## config.mk

```make
export PLATFORM = sky130hd
export DESIGN_NAME = hazard_unit
export DESIGN_NICKNAME = d
export VERILOG_FILES = /design/src/hw/hazard_pkg.sv /design/src/hw/hazard_unit.sv /design/src/hw/stall_flush_ctrl.sv /design/src/hw/fpu_issue_ctrl.sv /design/src/hw/load_use_detect.sv /design/src/hw/fpu_forward.sv /design/src/hw/int_forward.sv
export SDC_FILE = /design/constraint.sdc
export NUM_CORES = 1
export LEC_CHECK = 0
export BUFFER_PORTS_ARGS = -buffer_cell sky130_fd_sc_hd__buf_4
export CAP_MARGIN = 15
export CORE_MARGIN = 4
export CORE_UTILIZATION = 40
export DETAILED_ROUTE_END_ITERATION = 8
export GPL_TIMING_DRIVEN = 0
export PLACE_DENSITY = 0.87
export SYNTH_ARGS = -nofsm -noshare
export SYNTH_HDL_FRONTEND = slang
export SYNTH_SLANG_ARGS = --single-unit
```

## constraint.sdc

```tcl
create_clock -name clk -period 2.8 [get_ports clk]
set_input_delay 0.56 -clock clk [delete_from_list [all_inputs] [get_ports clk]]
set_output_delay 0.56 -clock clk [all_outputs]
set_load 0.01 [all_outputs]
```

## src/hw/hazard_pkg.sv

```systemverilog
package hazard_pkg;

    // what a stage writes back
    localparam logic [2:0] RES_ALU        = 3'b000;
    localparam logic [2:0] RES_MEM        = 3'b001; // load
    localparam logic [2:0] RES_PC4        = 3'b010;
    localparam logic [2:0] RES_INT_TO_FPU = 3'b011; // fmv.w.x
    localparam logic [2:0] RES_IMM        = 3'b100;
    localparam logic [2:0] RES_FPU_RD1    = 3'b101;
    localparam logic [2:0] RES_FPU        = 3'b110;
    localparam logic [2:0] RES_IN         = 3'b111; // input port

    // unit that runs the execute-stage instruction
    localparam logic [3:0] DU_INT      = 4'd0;
    localparam logic [3:0] DU_FAST_FPU = 4'd1;
    localparam logic [3:0] DU_SLOW_FPU = 4'd2;
    localparam logic [3:0] DU_MEM      = 4'd3;

    // integer operand mux select
    localparam logic [2:0] FWD_ALU_M     = 3'b000;
    localparam logic [2:0] FWD_WB        = 3'b001;
    localparam logic [2:0] FWD_PC4_M     = 3'b010;
    localparam logic [2:0] FWD_RSVD      = 3'b011; // never driven
    localparam logic [2:0] FWD_IMM_M     = 3'b100;
    localparam logic [2:0] FWD_FPU_RD1_M = 3'b101;
    localparam logic [2:0] FWD_FPU_RES_M = 3'b110;
    localparam logic [2:0] FWD_NONE      = 3'b111;

    // fp operand mux select
    localparam logic [1:0] FFWD_NONE      = 2'b00;
    localparam logic [1:0] FFWD_WB        = 2'b01;
    localparam logic [1:0] FFWD_FPU_RES_M = 2'b10;
    localparam logic [1:0] FFWD_RD1_M     = 2'b11;

    // fpu issue fsm
    localparam logic [1:0] FPU_IDLE = 2'd0;
    localparam logic [1:0] FPU_WAIT = 2'd1;
    localparam logic [1:0] FPU_DONE = 2'd2;

    typedef struct packed {
        logic [4:0] rs1;
        logic [4:0] rs2;
        logic [4:0] rs3;
        logic       s_fpu;
        logic       mem_write;
    } stage_d_t;

    typedef struct packed {
        logic [4:0] rs1;
        logic [4:0] rs2;
        logic [4:0] rs3;
        logic [4:0] rd;
        logic       pc_src;
        logic [2:0] result_src;
        logic       mem_write;
        logic       s_fpu;
        logic       reg_write;
        logic       fpu_reg_write;
        logic [3:0] dispatch;
    } stage_e_t;

    typedef struct packed {
        logic [4:0] rd;
        logic [2:0] result_src;
        logic       reg_write;
        logic       fpu_reg_write;
        logic       mem_read;
        logic       mem_write;
    } stage_m_t;

    typedef struct packed {
        logic [4:0] rd;
        logic       reg_write;
        logic       fpu_reg_write;
    } stage_w_t;

    typedef struct packed {
        logic stall_f;
        logic stall_d;
        logic flush_d;
        logic stall_e;
        logic flush_e;
        logic stall_m;
        logic flush_m;
        logic stall_w;
    } pipe_ctrl_t;

    typedef struct packed {
        logic [2:0] rd1;
        logic [2:0] rd2;
        logic [1:0] fpu_rd1;
        logic [1:0] fpu_rd2;
        logic [1:0] fpu_rd3;
    } fwd_sel_t;

    // operand classes; fsw still takes its address from integer rs1
    function automatic logic is_int_rs1(input logic s_fpu, input logic mem_write);
        return !s_fpu || mem_write;
    endfunction

    function automatic logic is_int_rs2(input logic s_fpu);
        return !s_fpu;
    endfunction

    function automatic logic is_fp_rs1(input logic s_fpu, input logic mem_write);
        return s_fpu && !mem_write;
    endfunction

    function automatic logic is_fp_rs23(input logic s_fpu);
        return s_fpu;
    endfunction

endpackage
```

## src/hw/hazard_unit.sv

```systemverilog
`timescale 1ns/1ps

module hazard_unit import hazard_pkg::*; (
    input  logic       clk,
    input  logic       rst_n,
    input  stage_d_t   stg_d,
    input  stage_e_t   stg_e,
    input  stage_m_t   stg_m,
    input  stage_w_t   stg_w,
    input  logic       cache_data_valid,
    input  logic       in_stall,
    input  logic       out_stall,
    input  logic       fast_fpu_valid,
    input  logic       slow_fpu_valid,
    output pipe_ctrl_t ctrl,
    output fwd_sel_t   fwd,
    output logic       cache_stall,
    output logic       lw_stall,
    output logic       fast_fpu_en_pulse,
    output logic       slow_fpu_en_pulse
);

    logic fpu_stall;

    int_forward u_int_forward (
        .stg_e   (stg_e),
        .stg_m   (stg_m),
        .stg_w   (stg_w),
        .rd1_sel (fwd.rd1),
        .rd2_sel (fwd.rd2)
    );

    fpu_forward u_fpu_forward (
        .stg_e    (stg_e),
        .stg_m    (stg_m),
        .stg_w    (stg_w),
        .frd1_sel (fwd.fpu_rd1),
        .frd2_sel (fwd.fpu_rd2),
        .frd3_sel (fwd.fpu_rd3)
    );

    load_use_detect u_load_use_detect (
        .stg_d    (stg_d),
        .stg_e    (stg_e),
        .lw_stall (lw_stall)
    );

    // stall_e and flush_e come back from the priority block
    fpu_issue_ctrl u_fpu_issue_ctrl (
        .clk               (clk),
        .rst_n             (rst_n),
        .dispatch          (stg_e.dispatch),
        .fast_fpu_valid    (fast_fpu_valid),
        .slow_fpu_valid    (slow_fpu_valid),
        .stall_e           (ctrl.stall_e),
        .flush_e           (ctrl.flush_e),
        .fast_fpu_en_pulse (fast_fpu_en_pulse),
        .slow_fpu_en_pulse (slow_fpu_en_pulse),
        .fpu_stall         (fpu_stall)
    );

    stall_flush_ctrl u_stall_flush_ctrl (
        .mem_read         (stg_m.mem_read),
        .mem_write        (stg_m.mem_write),
        .cache_data_valid (cache_data_valid),
        .in_stall         (in_stall),
        .out_stall        (out_stall),
        .fpu_stall        (fpu_stall),
        .lw_stall         (lw_stall),
        .pc_src           (stg_e.pc_src),
        .ctrl             (ctrl),
        .cache_stall      (cache_stall)
    );

endmodule

```

## src/hw/stall_flush_ctrl.sv

```systemverilog
`timescale 1ns/1ps

module stall_flush_ctrl import hazard_pkg::*; (
    input  logic       mem_read,
    input  logic       mem_write,
    input  logic       cache_data_valid,
    input  logic       in_stall,
    input  logic       out_stall,
    input  logic       fpu_stall,
    input  logic       lw_stall,
    input  logic       pc_src,
    output pipe_ctrl_t ctrl,
    output logic       cache_stall
);

    logic global_stall;

    assign cache_stall  = (mem_read || mem_write) && !cache_data_valid; // miss in M
    assign global_stall = cache_stall || in_stall || out_stall;

    always_comb begin
        ctrl = '0;
        if (global_stall) begin
            // freeze everything
            ctrl.stall_f = 1'b1;
            ctrl.stall_d = 1'b1;
            ctrl.stall_e = 1'b1;
            ctrl.stall_m = 1'b1;
            ctrl.stall_w = 1'b1;
        end else if (fpu_stall) begin
            ctrl.stall_f = 1'b1;
            ctrl.stall_d = 1'b1;
            ctrl.stall_e = 1'b1;
            ctrl.flush_m = 1'b1; // bubble behind the fpu op
        end else if (lw_stall) begin
            ctrl.stall_f = 1'b1;
            ctrl.stall_d = 1'b1;
            ctrl.flush_e = 1'b1;
        end else if (pc_src) begin
            ctrl.flush_d = 1'b1; // taken branch, drop wrong path
            ctrl.flush_e = 1'b1;
        end
    end

    always_comb begin
        assert final (!(ctrl.stall_d && ctrl.flush_d)
                      && !(ctrl.stall_e && ctrl.flush_e)
                      && !(ctrl.stall_m && ctrl.flush_m))
            else $error("stall_flush_ctrl: stage stalled and flushed at once");
    end

endmodule

```

## src/hw/fpu_issue_ctrl.sv

```systemverilog
`timescale 1ns/1ps

module fpu_issue_ctrl import hazard_pkg::*; (
    input  logic       clk,
    input  logic       rst_n,
    input  logic [3:0] dispatch,
    input  logic       fast_fpu_valid,
    input  logic       slow_fpu_valid,
    input  logic       stall_e,
    input  logic       flush_e,
    output logic       fast_fpu_en_pulse,
    output logic       slow_fpu_en_pulse,
    output logic       fpu_stall
);

    logic [1:0] state;
    logic [1:0] state_nxt;
    logic       slow_sel; // unit in flight, 1 = slow
    logic       slow_sel_nxt;
    logic       unit_valid;

    assign unit_valid = slow_sel ? slow_fpu_valid : fast_fpu_valid;

    // outputs only look at state, dispatch and valid, never at stall_e
    always_comb begin
        fast_fpu_en_pulse = 1'b0;
        slow_fpu_en_pulse = 1'b0;
        fpu_stall         = 1'b0;
        case (state)
            FPU_IDLE: begin
                fast_fpu_en_pulse = (dispatch == DU_FAST_FPU);
                slow_fpu_en_pulse = (dispatch == DU_SLOW_FPU);
                fpu_stall = fast_fpu_en_pulse || slow_fpu_en_pulse; // issue cycle
            end
            FPU_WAIT: fpu_stall = !unit_valid; // released in the valid cycle
            default:  fpu_stall = 1'b0;
        endcase
    end

    always_comb begin
        state_nxt    = state;
        slow_sel_nxt = slow_sel;
        case (state)
            FPU_IDLE: begin
                if (fast_fpu_en_pulse || slow_fpu_en_pulse) begin
                    state_nxt    = FPU_WAIT;
                    slow_sel_nxt = slow_fpu_en_pulse;
                end
            end
            FPU_WAIT: begin
                if (unit_valid) begin
                    state_nxt = FPU_DONE;
                end
            end
            FPU_DONE: begin
                // result instr still in E until it moves on or is killed
                if (!stall_e || flush_e) begin
                    state_nxt = FPU_IDLE;
                end
            end
            default: state_nxt = FPU_IDLE;
        endcase
    end

    always_ff @(posedge clk) begin
        if (!rst_n) begin
            state    <= FPU_IDLE;
            slow_sel <= 1'b0;
        end else begin
            state    <= state_nxt;
            slow_sel <= slow_sel_nxt;
        end
    end

    // only one unit may be started per instruction
    a_one_unit: assert property (@(posedge clk) disable iff (!rst_n)
        !(fast_fpu_en_pulse && slow_fpu_en_pulse))
        else $error("fpu_issue_ctrl: fast and slow start together");

    // a start is a single-cycle pulse
    a_pulse_width: assert property (@(posedge clk) disable iff (!rst_n)
        (fast_fpu_en_pulse || slow_fpu_en_pulse)
        |=> !(fast_fpu_en_pulse || slow_fpu_en_pulse))
        else $error("fpu_issue_ctrl: start pulse in two cycles in a row");

endmodule

```

## src/hw/load_use_detect.sv

```systemverilog
`timescale 1ns/1ps

module load_use_detect import hazard_pkg::*; (
    input  stage_d_t stg_d,
    input  stage_e_t stg_e,
    output logic     lw_stall
);

    logic late_result; // value only known after the memory stage
    logic int_hit;
    logic fp_hit;

    // fmv.w.x is forwarded from M, no stall for it
    assign late_result = (stg_e.result_src == RES_MEM) || (stg_e.result_src == RES_IN);

    always_comb begin
        int_hit = 1'b0;
        if (stg_e.reg_write && stg_e.rd != 5'd0) begin
            if (is_int_rs1(stg_d.s_fpu, stg_d.mem_write) && stg_d.rs1 == stg_e.rd) begin
                int_hit = 1'b1;
            end
            if (is_int_rs2(stg_d.s_fpu) && stg_d.rs2 == stg_e.rd) begin
                int_hit = 1'b1;
            end
        end
    end

    always_comb begin
        fp_hit = 1'b0;
        if (stg_e.fpu_reg_write) begin
            if (is_fp_rs1(stg_d.s_fpu, stg_d.mem_write) && stg_d.rs1 == stg_e.rd) begin
                fp_hit = 1'b1;
            end
            if (is_fp_rs23(stg_d.s_fpu)
                && (stg_d.rs2 == stg_e.rd || stg_d.rs3 == stg_e.rd)) begin
                fp_hit = 1'b1; // flw then fmadd etc
            end
        end
    end

    assign lw_stall = late_result && (int_hit || fp_hit);

endmodule

```

## src/hw/fpu_forward.sv

```systemverilog
`timescale 1ns/1ps

module fpu_forward import hazard_pkg::*; (
    input  stage_e_t   stg_e,
    input  stage_m_t   stg_m,
    input  stage_w_t   stg_w,
    output logic [1:0] frd1_sel,
    output logic [1:0] frd2_sel,
    output logic [1:0] frd3_sel
);

    // f0 is a real register, so no zero check
    function automatic logic [1:0] pick(
        input logic [4:0] rs,
        input logic       is_fp,
        input stage_m_t   m,
        input stage_w_t   w
    );
        logic [1:0] code;
        code = FFWD_NONE;
        if (is_fp) begin
            if (m.fpu_reg_write && m.rd == rs) begin
                case (m.result_src)
                    RES_INT_TO_FPU: code = FFWD_RD1_M;     // fmv.w.x ahead
                    RES_FPU:        code = FFWD_FPU_RES_M;
                    default:        code = FFWD_NONE;
                endcase
            end else if (w.fpu_reg_write && w.rd == rs) begin
                code = FFWD_WB;
            end
        end
        return code;
    endfunction

    logic rs1_fp;
    logic rs23_fp;

    assign rs1_fp  = is_fp_rs1(stg_e.s_fpu, stg_e.mem_write); // fsw rs1 is integer
    assign rs23_fp = is_fp_rs23(stg_e.s_fpu);

    always_comb begin
        frd1_sel = pick(stg_e.rs1, rs1_fp, stg_m, stg_w);
        frd2_sel = pick(stg_e.rs2, rs23_fp, stg_m, stg_w);
        frd3_sel = pick(stg_e.rs3, rs23_fp, stg_m, stg_w);
    end

endmodule

```

## src/hw/int_forward.sv

```systemverilog
`timescale 1ns/1ps

module int_forward import hazard_pkg::*; (
    input  stage_e_t   stg_e,
    input  stage_m_t   stg_m,
    input  stage_w_t   stg_w,
    output logic [2:0] rd1_sel,
    output logic [2:0] rd2_sel
);

    // memory-stage result kind to mux select
    function automatic logic [2:0] mem_code(input logic [2:0] src);
        logic [2:0] code;
        case (src)
            RES_ALU:     code = FWD_ALU_M;
            RES_PC4:     code = FWD_PC4_M;
            RES_IMM:     code = FWD_IMM_M;
            RES_FPU_RD1: code = FWD_FPU_RD1_M;
            RES_FPU:     code = FWD_FPU_RES_M;
            default:     code = FWD_ALU_M; // lw, in, fmv.w.x are no sources here
        endcase
        return code;
    endfunction

    function automatic logic [2:0] pick(
        input logic [4:0] rs,
        input logic       is_int,
        input stage_m_t   m,
        input stage_w_t   w
    );
        logic [2:0] code;
        code = FWD_NONE;
        if (is_int && rs != 5'd0) begin // x0 is never forwarded
            if (m.reg_write && m.rd == rs) begin
                code = mem_code(m.result_src); // newest value wins
            end else if (w.reg_write && w.rd == rs) begin
                code = FWD_WB;
            end
        end
        return code;
    endfunction

    logic rs1_int;
    logic rs2_int;

    assign rs1_int = is_int_rs1(stg_e.s_fpu, stg_e.mem_write);
    assign rs2_int = is_int_rs2(stg_e.s_fpu);

    always_comb begin
        rd1_sel = pick(stg_e.rs1, rs1_int, stg_m, stg_w);
        rd2_sel = pick(stg_e.rs2, rs2_int, stg_m, stg_w);
    end

    // the operand mux has no input behind 011
    always_comb begin
        assert final (rd1_sel != FWD_RSVD && rd2_sel != FWD_RSVD)
            else $error("int_forward: reserved select 011 on rd1 or rd2");
    end

endmodule

```

; After elaboration in Yosys (flattened, before gate mapping)
; Cells that the tools add are included.
; Widths: inputs -> output; s select.
[op_classes]
n_eq_ne = 23
mux = 45
reduce_logical = 45
[ops]
columns = cell, n
row1 = $eq 5x5->1, 9
row2 = $mux 2, 12
row3 = $mux 1, 23
row4 = $logic_and 1x1->1, 21
row5 = $mux 3, 6
row6 = $reduce_bool 5->1, 3
row7 = $eq 3x3->1 const B, 4
row8 = $pmux 3 s4, 1
row9 = $logic_or 1x1->1, 11
row10 = $logic_not 1->1, 7
row11 = $eq 3x2->1 const B, 2
row12 = $ne 2x1->1 const B, 3
row13 = $pmux 2 s3, 1
row14 = $eq 4x1->1 const B, 1
row15 = $eq 4x2->1 const B, 1
row16 = $pmux 2 s2, 1
row17 = $eq 3x1->1 const B, 1
row18 = $reduce_and 3->1, 1
row19 = $eq 2x1->1 const B, 1
row20 = $eq 2x2->1 const B, 1
row21 = $logic_not 2->1, 1
row22 = $pmux 1 s2, 1
row23 = $reduce_and 2->1, 1
[word_totals]
register_bits = 3
output_inout_bits = 24
elab_cells = 115

; Longest topological paths before layout
[depth]
ltp_word = 14
mapped_depth = 7
ltp_nobuf = 6

; Modules after synthesis
; A second synthesis with hierarchy kept.
[unflattened]
cells_unflattened = 168
area_unflattened_um2 = 1277.5
[modules_own_cells]
columns = module, instances, cells_per_inst, area_per_inst_um2, seq_area_each_um2
row1 = fpu_forward, 1, 53, 407.9, 0.0
row2 = int_forward, 1, 49, 349.1, 0.0
row3 = load_use_detect, 1, 32, 235.2, 0.0
row4 = fpu_issue_ctrl, 1, 21, 192.7, 60.1
row5 = stall_flush_ctrl, 1, 13, 92.6, 0.0

; Worst setup path before layout
; OpenSTA, ideal clock, no wires.
[synth_timing]
kind = input-to-output
startpoint = input stg_e[12] (netlist bit)
endpoint = output ctrl[3] (netlist bit)
arrival_ns = 1.793
required_ns = 2.240
slack_ns = 0.447
stages = 7
path_cell_list = or4_1 nor2_2 nor4b_1 o21ai_1 nand3_2 o21a_1 buf_4
[synth_between]
elab_chain_cells = 10
word_cells_on_any_way = 21
classes_between = 3 x eq/ne / 9 x mux / 9 x reduce/logical
[synth_lines]
columns = item, line_no
row1 = "start, declared", hazard_unit.sv:7  ; input stage_e_t stg_e,
row2 = $eq 5x5->1 (on tied branches), --
row3 = "$logic_and 1x1->1, or another cell as far along", load_use_detect.sv:19  ; if (is_int_rs1(stg_d.s_fpu, stg_d.mem_write) && stg_d.rs1 == stg_e.rd) begin
row4 = "$mux 1, or another cell as far along", load_use_detect.sv:19
row5 = $mux 1 (on tied branches), "load_use_detect.sv:22, load_use_detect.sv:34"
row6 = $mux 1 (on tied branches), "load_use_detect.sv:18, load_use_detect.sv:30"
row7 = $logic_or 1x1->1 (*), load_use_detect.sv:41  ; assign lw_stall = late_result && (int_hit || fp_hit);
row8 = $logic_and 1x1->1 (*), load_use_detect.sv:41
row9 = via lw_stall, hazard_unit.sv:18  ; output logic lw_stall,
row10 = $mux 1 (*), stall_flush_ctrl.sv:35  ; end else if (lw_stall) begin
row11 = $mux 1 (*), stall_flush_ctrl.sv:30  ; end else if (fpu_stall) begin
row12 = $mux 1 (*), stall_flush_ctrl.sv:23  ; if (global_stall) begin
row13 = "end, declared", hazard_unit.sv:15  ; output pipe_ctrl_t ctrl,
; The timed path passes the listed nets; every way through them passes the cells marked *.

; Worst setup path in the final report
[layout_timing]
startpoint = input stg_e[12] (netlist bit)
endpoint = output ctrl[3] (netlist bit)
[layout_between]
elab_chain_cells = 10
word_cells_on_any_way = 21
classes_between = 3 x eq/ne / 9 x mux / 9 x reduce/logical
[layout_lines]
columns = item, line_no
row1 = $eq 5x5->1 (on tied branches), --
row2 = "$logic_and 1x1->1, or another cell as far along", load_use_detect.sv:19
row3 = "$mux 1, or another cell as far along", load_use_detect.sv:19
row4 = $mux 1 (on tied branches), "load_use_detect.sv:22, load_use_detect.sv:34"
row5 = $mux 1 (on tied branches), "load_use_detect.sv:18, load_use_detect.sv:30"
row6 = $logic_or 1x1->1 (*), load_use_detect.sv:41
row7 = $logic_and 1x1->1 (*), load_use_detect.sv:41
row8 = $mux 1 (*), stall_flush_ctrl.sv:35
row9 = $mux 1 (*), stall_flush_ctrl.sv:30
row10 = $mux 1 (*), stall_flush_ctrl.sv:23
; Mark *: on every way between the ends. The rest lies on a longest branch, timed or not.

==> metrics <==
R2R Path Start=u_fpu_issue_ctrl.state[0]; placed insts=276; die width=59.1 um; Die ar.=0.00349 sq mm; Critical Path RT=2.24 ns; Initial Utilization=42.2%; core area=0.00248 sq mm; Clock Tree Buf Depth=2; synthesis-to-layout area growth=76.5%; via count=1,428; Post-Syn Area per Cell=7.06 sq um; ys async rst share=0%; post-synthesis sequential area ratio=5.75%; Synth cell types=36; ys flop type=dfxtp_1; post-CTS setup buffers=0; Multi-input gate area=936 sq um; skew final=0.00183 ns; status=finished clean; Hold Crit Start=u_fpu_issue_ctrl.state[1]; Setup crit start=stg_e[12]; Worst Path Arrival=2.09 ns; Min-Delay Path Class=reg2reg; Antenna Cells=0; Setup Total Neg Slack=0 ns; layout cell share with drive strength beyond 1=44.0%; final instance area=0.00184 sq mm; PD cells=195 mW/mm^2; pre-CTS setup slack=0.154 ns; Ys Warns=0; synthesized area=0.00104 sq mm; WL per Instance=13.8 um; ANT nets after route=0; Die Height=59.1 um; clk root buf=clkbuf_4; Post-synth EDFFs=0; critical path class=in2out; Reg clk slew, reported paths=0.04 ns; TritonRoute pass-1 iters=4; Boundary Pins=99; num rows=18; I/O Buffers=98; CP Launch Type=input port; Final period util=94.7%; Fin. Hold Viols=0; cell count after synthesis=148; FF+latch count, synth=3; Hold WS=0.498 ns; Post-Route Utilization=74.4%; Least-Margin Pin Slew=0.476 ns; largest net degree at the start of global routing=7; minimum clock period=2.65 ns; CTS resizes=0; iteration-0 DRC count of the detailed router=26; filler instances=210; Peak VDD IR=0.000311 V; clock latency on the worst-skew pair=0.24 ns; grt ovf=0; htree depth=1; Inserted Clock Buffers=3; crit path capture type=output port; Max transition margin=68.0%; max_cap viols=0; fin worst setup slack=0.147 ns; NumNets Final=326; Pleak=0.860 nW; total power=0.360 mW; DR DRC count=0; GP Congestion=0.830; CTS Hold Buffers Added=0; DRT Wirelength=3.86 mm; fmax=377 MHz; initial antenna violation count=0; non-filler instance count after layout=280; Post-DP Area=0.00182 sq mm; register area=60.1 sq um; Vias/cell=5.10; vias in the first global route=1,322; first-pass GRT wire length=5.81 mm; max-slew violation count=0; Global Route Usage Sum=21.7%; Net Count, Synth=223; RSZ-0062 raised after global routing=false; Final setup viols=0; worst-path fanout max=4; HPWL after DPL=3.47 mm; CTS sink count=3; CTS tree=built
==> layer usage <==
metal / global-route usage, % / up-vias / wire length [um]
li1: - / 723 / -
met1: 25.4 / 643 / 1560
met2: 40.7 / 56 / 2050
met3: 2.83 / 6 / 182
met4: 5.83 / 0 / 67
met5: 0 / - / 0
==> synthesized netlist by cell type, types with 2 or more instances <==
master    number  area (sq um)
a21oi_1        3          15.0
and3b_1        2          17.5
buf_4          5          37.5
dfxtp_1        3          60.1
inv_1          3          11.3
nand2_1       12          45.0
nand2b_1       4          25.0
nand3_1       10          50.1
nand3b_1       2          15.0
nand4_1        5          31.3
nor2_1         9          33.8
nor2b_1        5          31.3
nor3_1         8          40.0
nor4_1         3          18.8
o21a_1         4          30.0
o21ai_1        3          15.0
or4_1          2          15.0
xnor2_1       23           201
xor2_1        25           219
==> layout by cell type (no fill, tap or decap), drive strengths merged, types with 5 or more instances in the layout <==
cell type / netlist / routed
nor2b: 5 / 5
nor2: 10 / 10
xor2: 25 / 25
nor3: 9 / 9
buf: 5 / 103
xnor2: 23 / 23
nand4: 5 / 5
nand2: 12 / 12
nand3: 11 / 11
==> final timing paths <==
path | endpoint | slack, ns | cells past startpoint
min reg2reg | u_fpu_issue_ctrl.state[1] | 0.50 | 2
min | u_fpu_issue_ctrl.state[1] | 0.50 | 2
max | ctrl[3] | 0.15 | 9
max reg2reg | u_fpu_issue_ctrl.slow_sel | 1.52 | 4
==> final cells by class <==
cell class              instances  share of cell area (%)
plain buffers                   5                    2.04
clock buffers                   4                    1.42
inverters                       3                   0.611
multi-input cells             137                    50.7
flip-flops and latches          3                    3.26
well taps                      30                    2.04
repair buffers                 98                    39.9
==> cells by family (layout without fill, tap and decap cells) <==
kind of cell           count (synthesis)  in the layout  share of synthesized area (%)
AO/OA/AOI/OAI                         17             17                           11.0
flip-flops                             3              3                           5.75
buffers and inverters                  8            110                           4.67
AND/OR/NAND/NOR                       72             72                           38.3
XOR/XNOR                              48             48                           40.2
==> where the power goes <==
part	internal, mW	switching, mW	total, mW
sequential	0.0449	0.00127	0.0462
clock	0.0537	0.0271	0.0808
combinational	0.136	0.0968	0.233
==> critical path, cell delays in order <==
cell and delay (ns):
buf_4 0.14, or4_1 0.54, nor2_2 0.14, nor4b_1 0.07, o21ai_1 0.12, nand3_2 0.10, o21a_1 0.17, buf_4 0.12
buf_4 0.13
==> flip-flops by register name, summed over array words and instances, names as in the netlist <==
name                       cells
u_fpu_issue_ctrl.slow_sel      1
u_fpu_issue_ctrl.state         2
(Power assumes the default switching activity.)
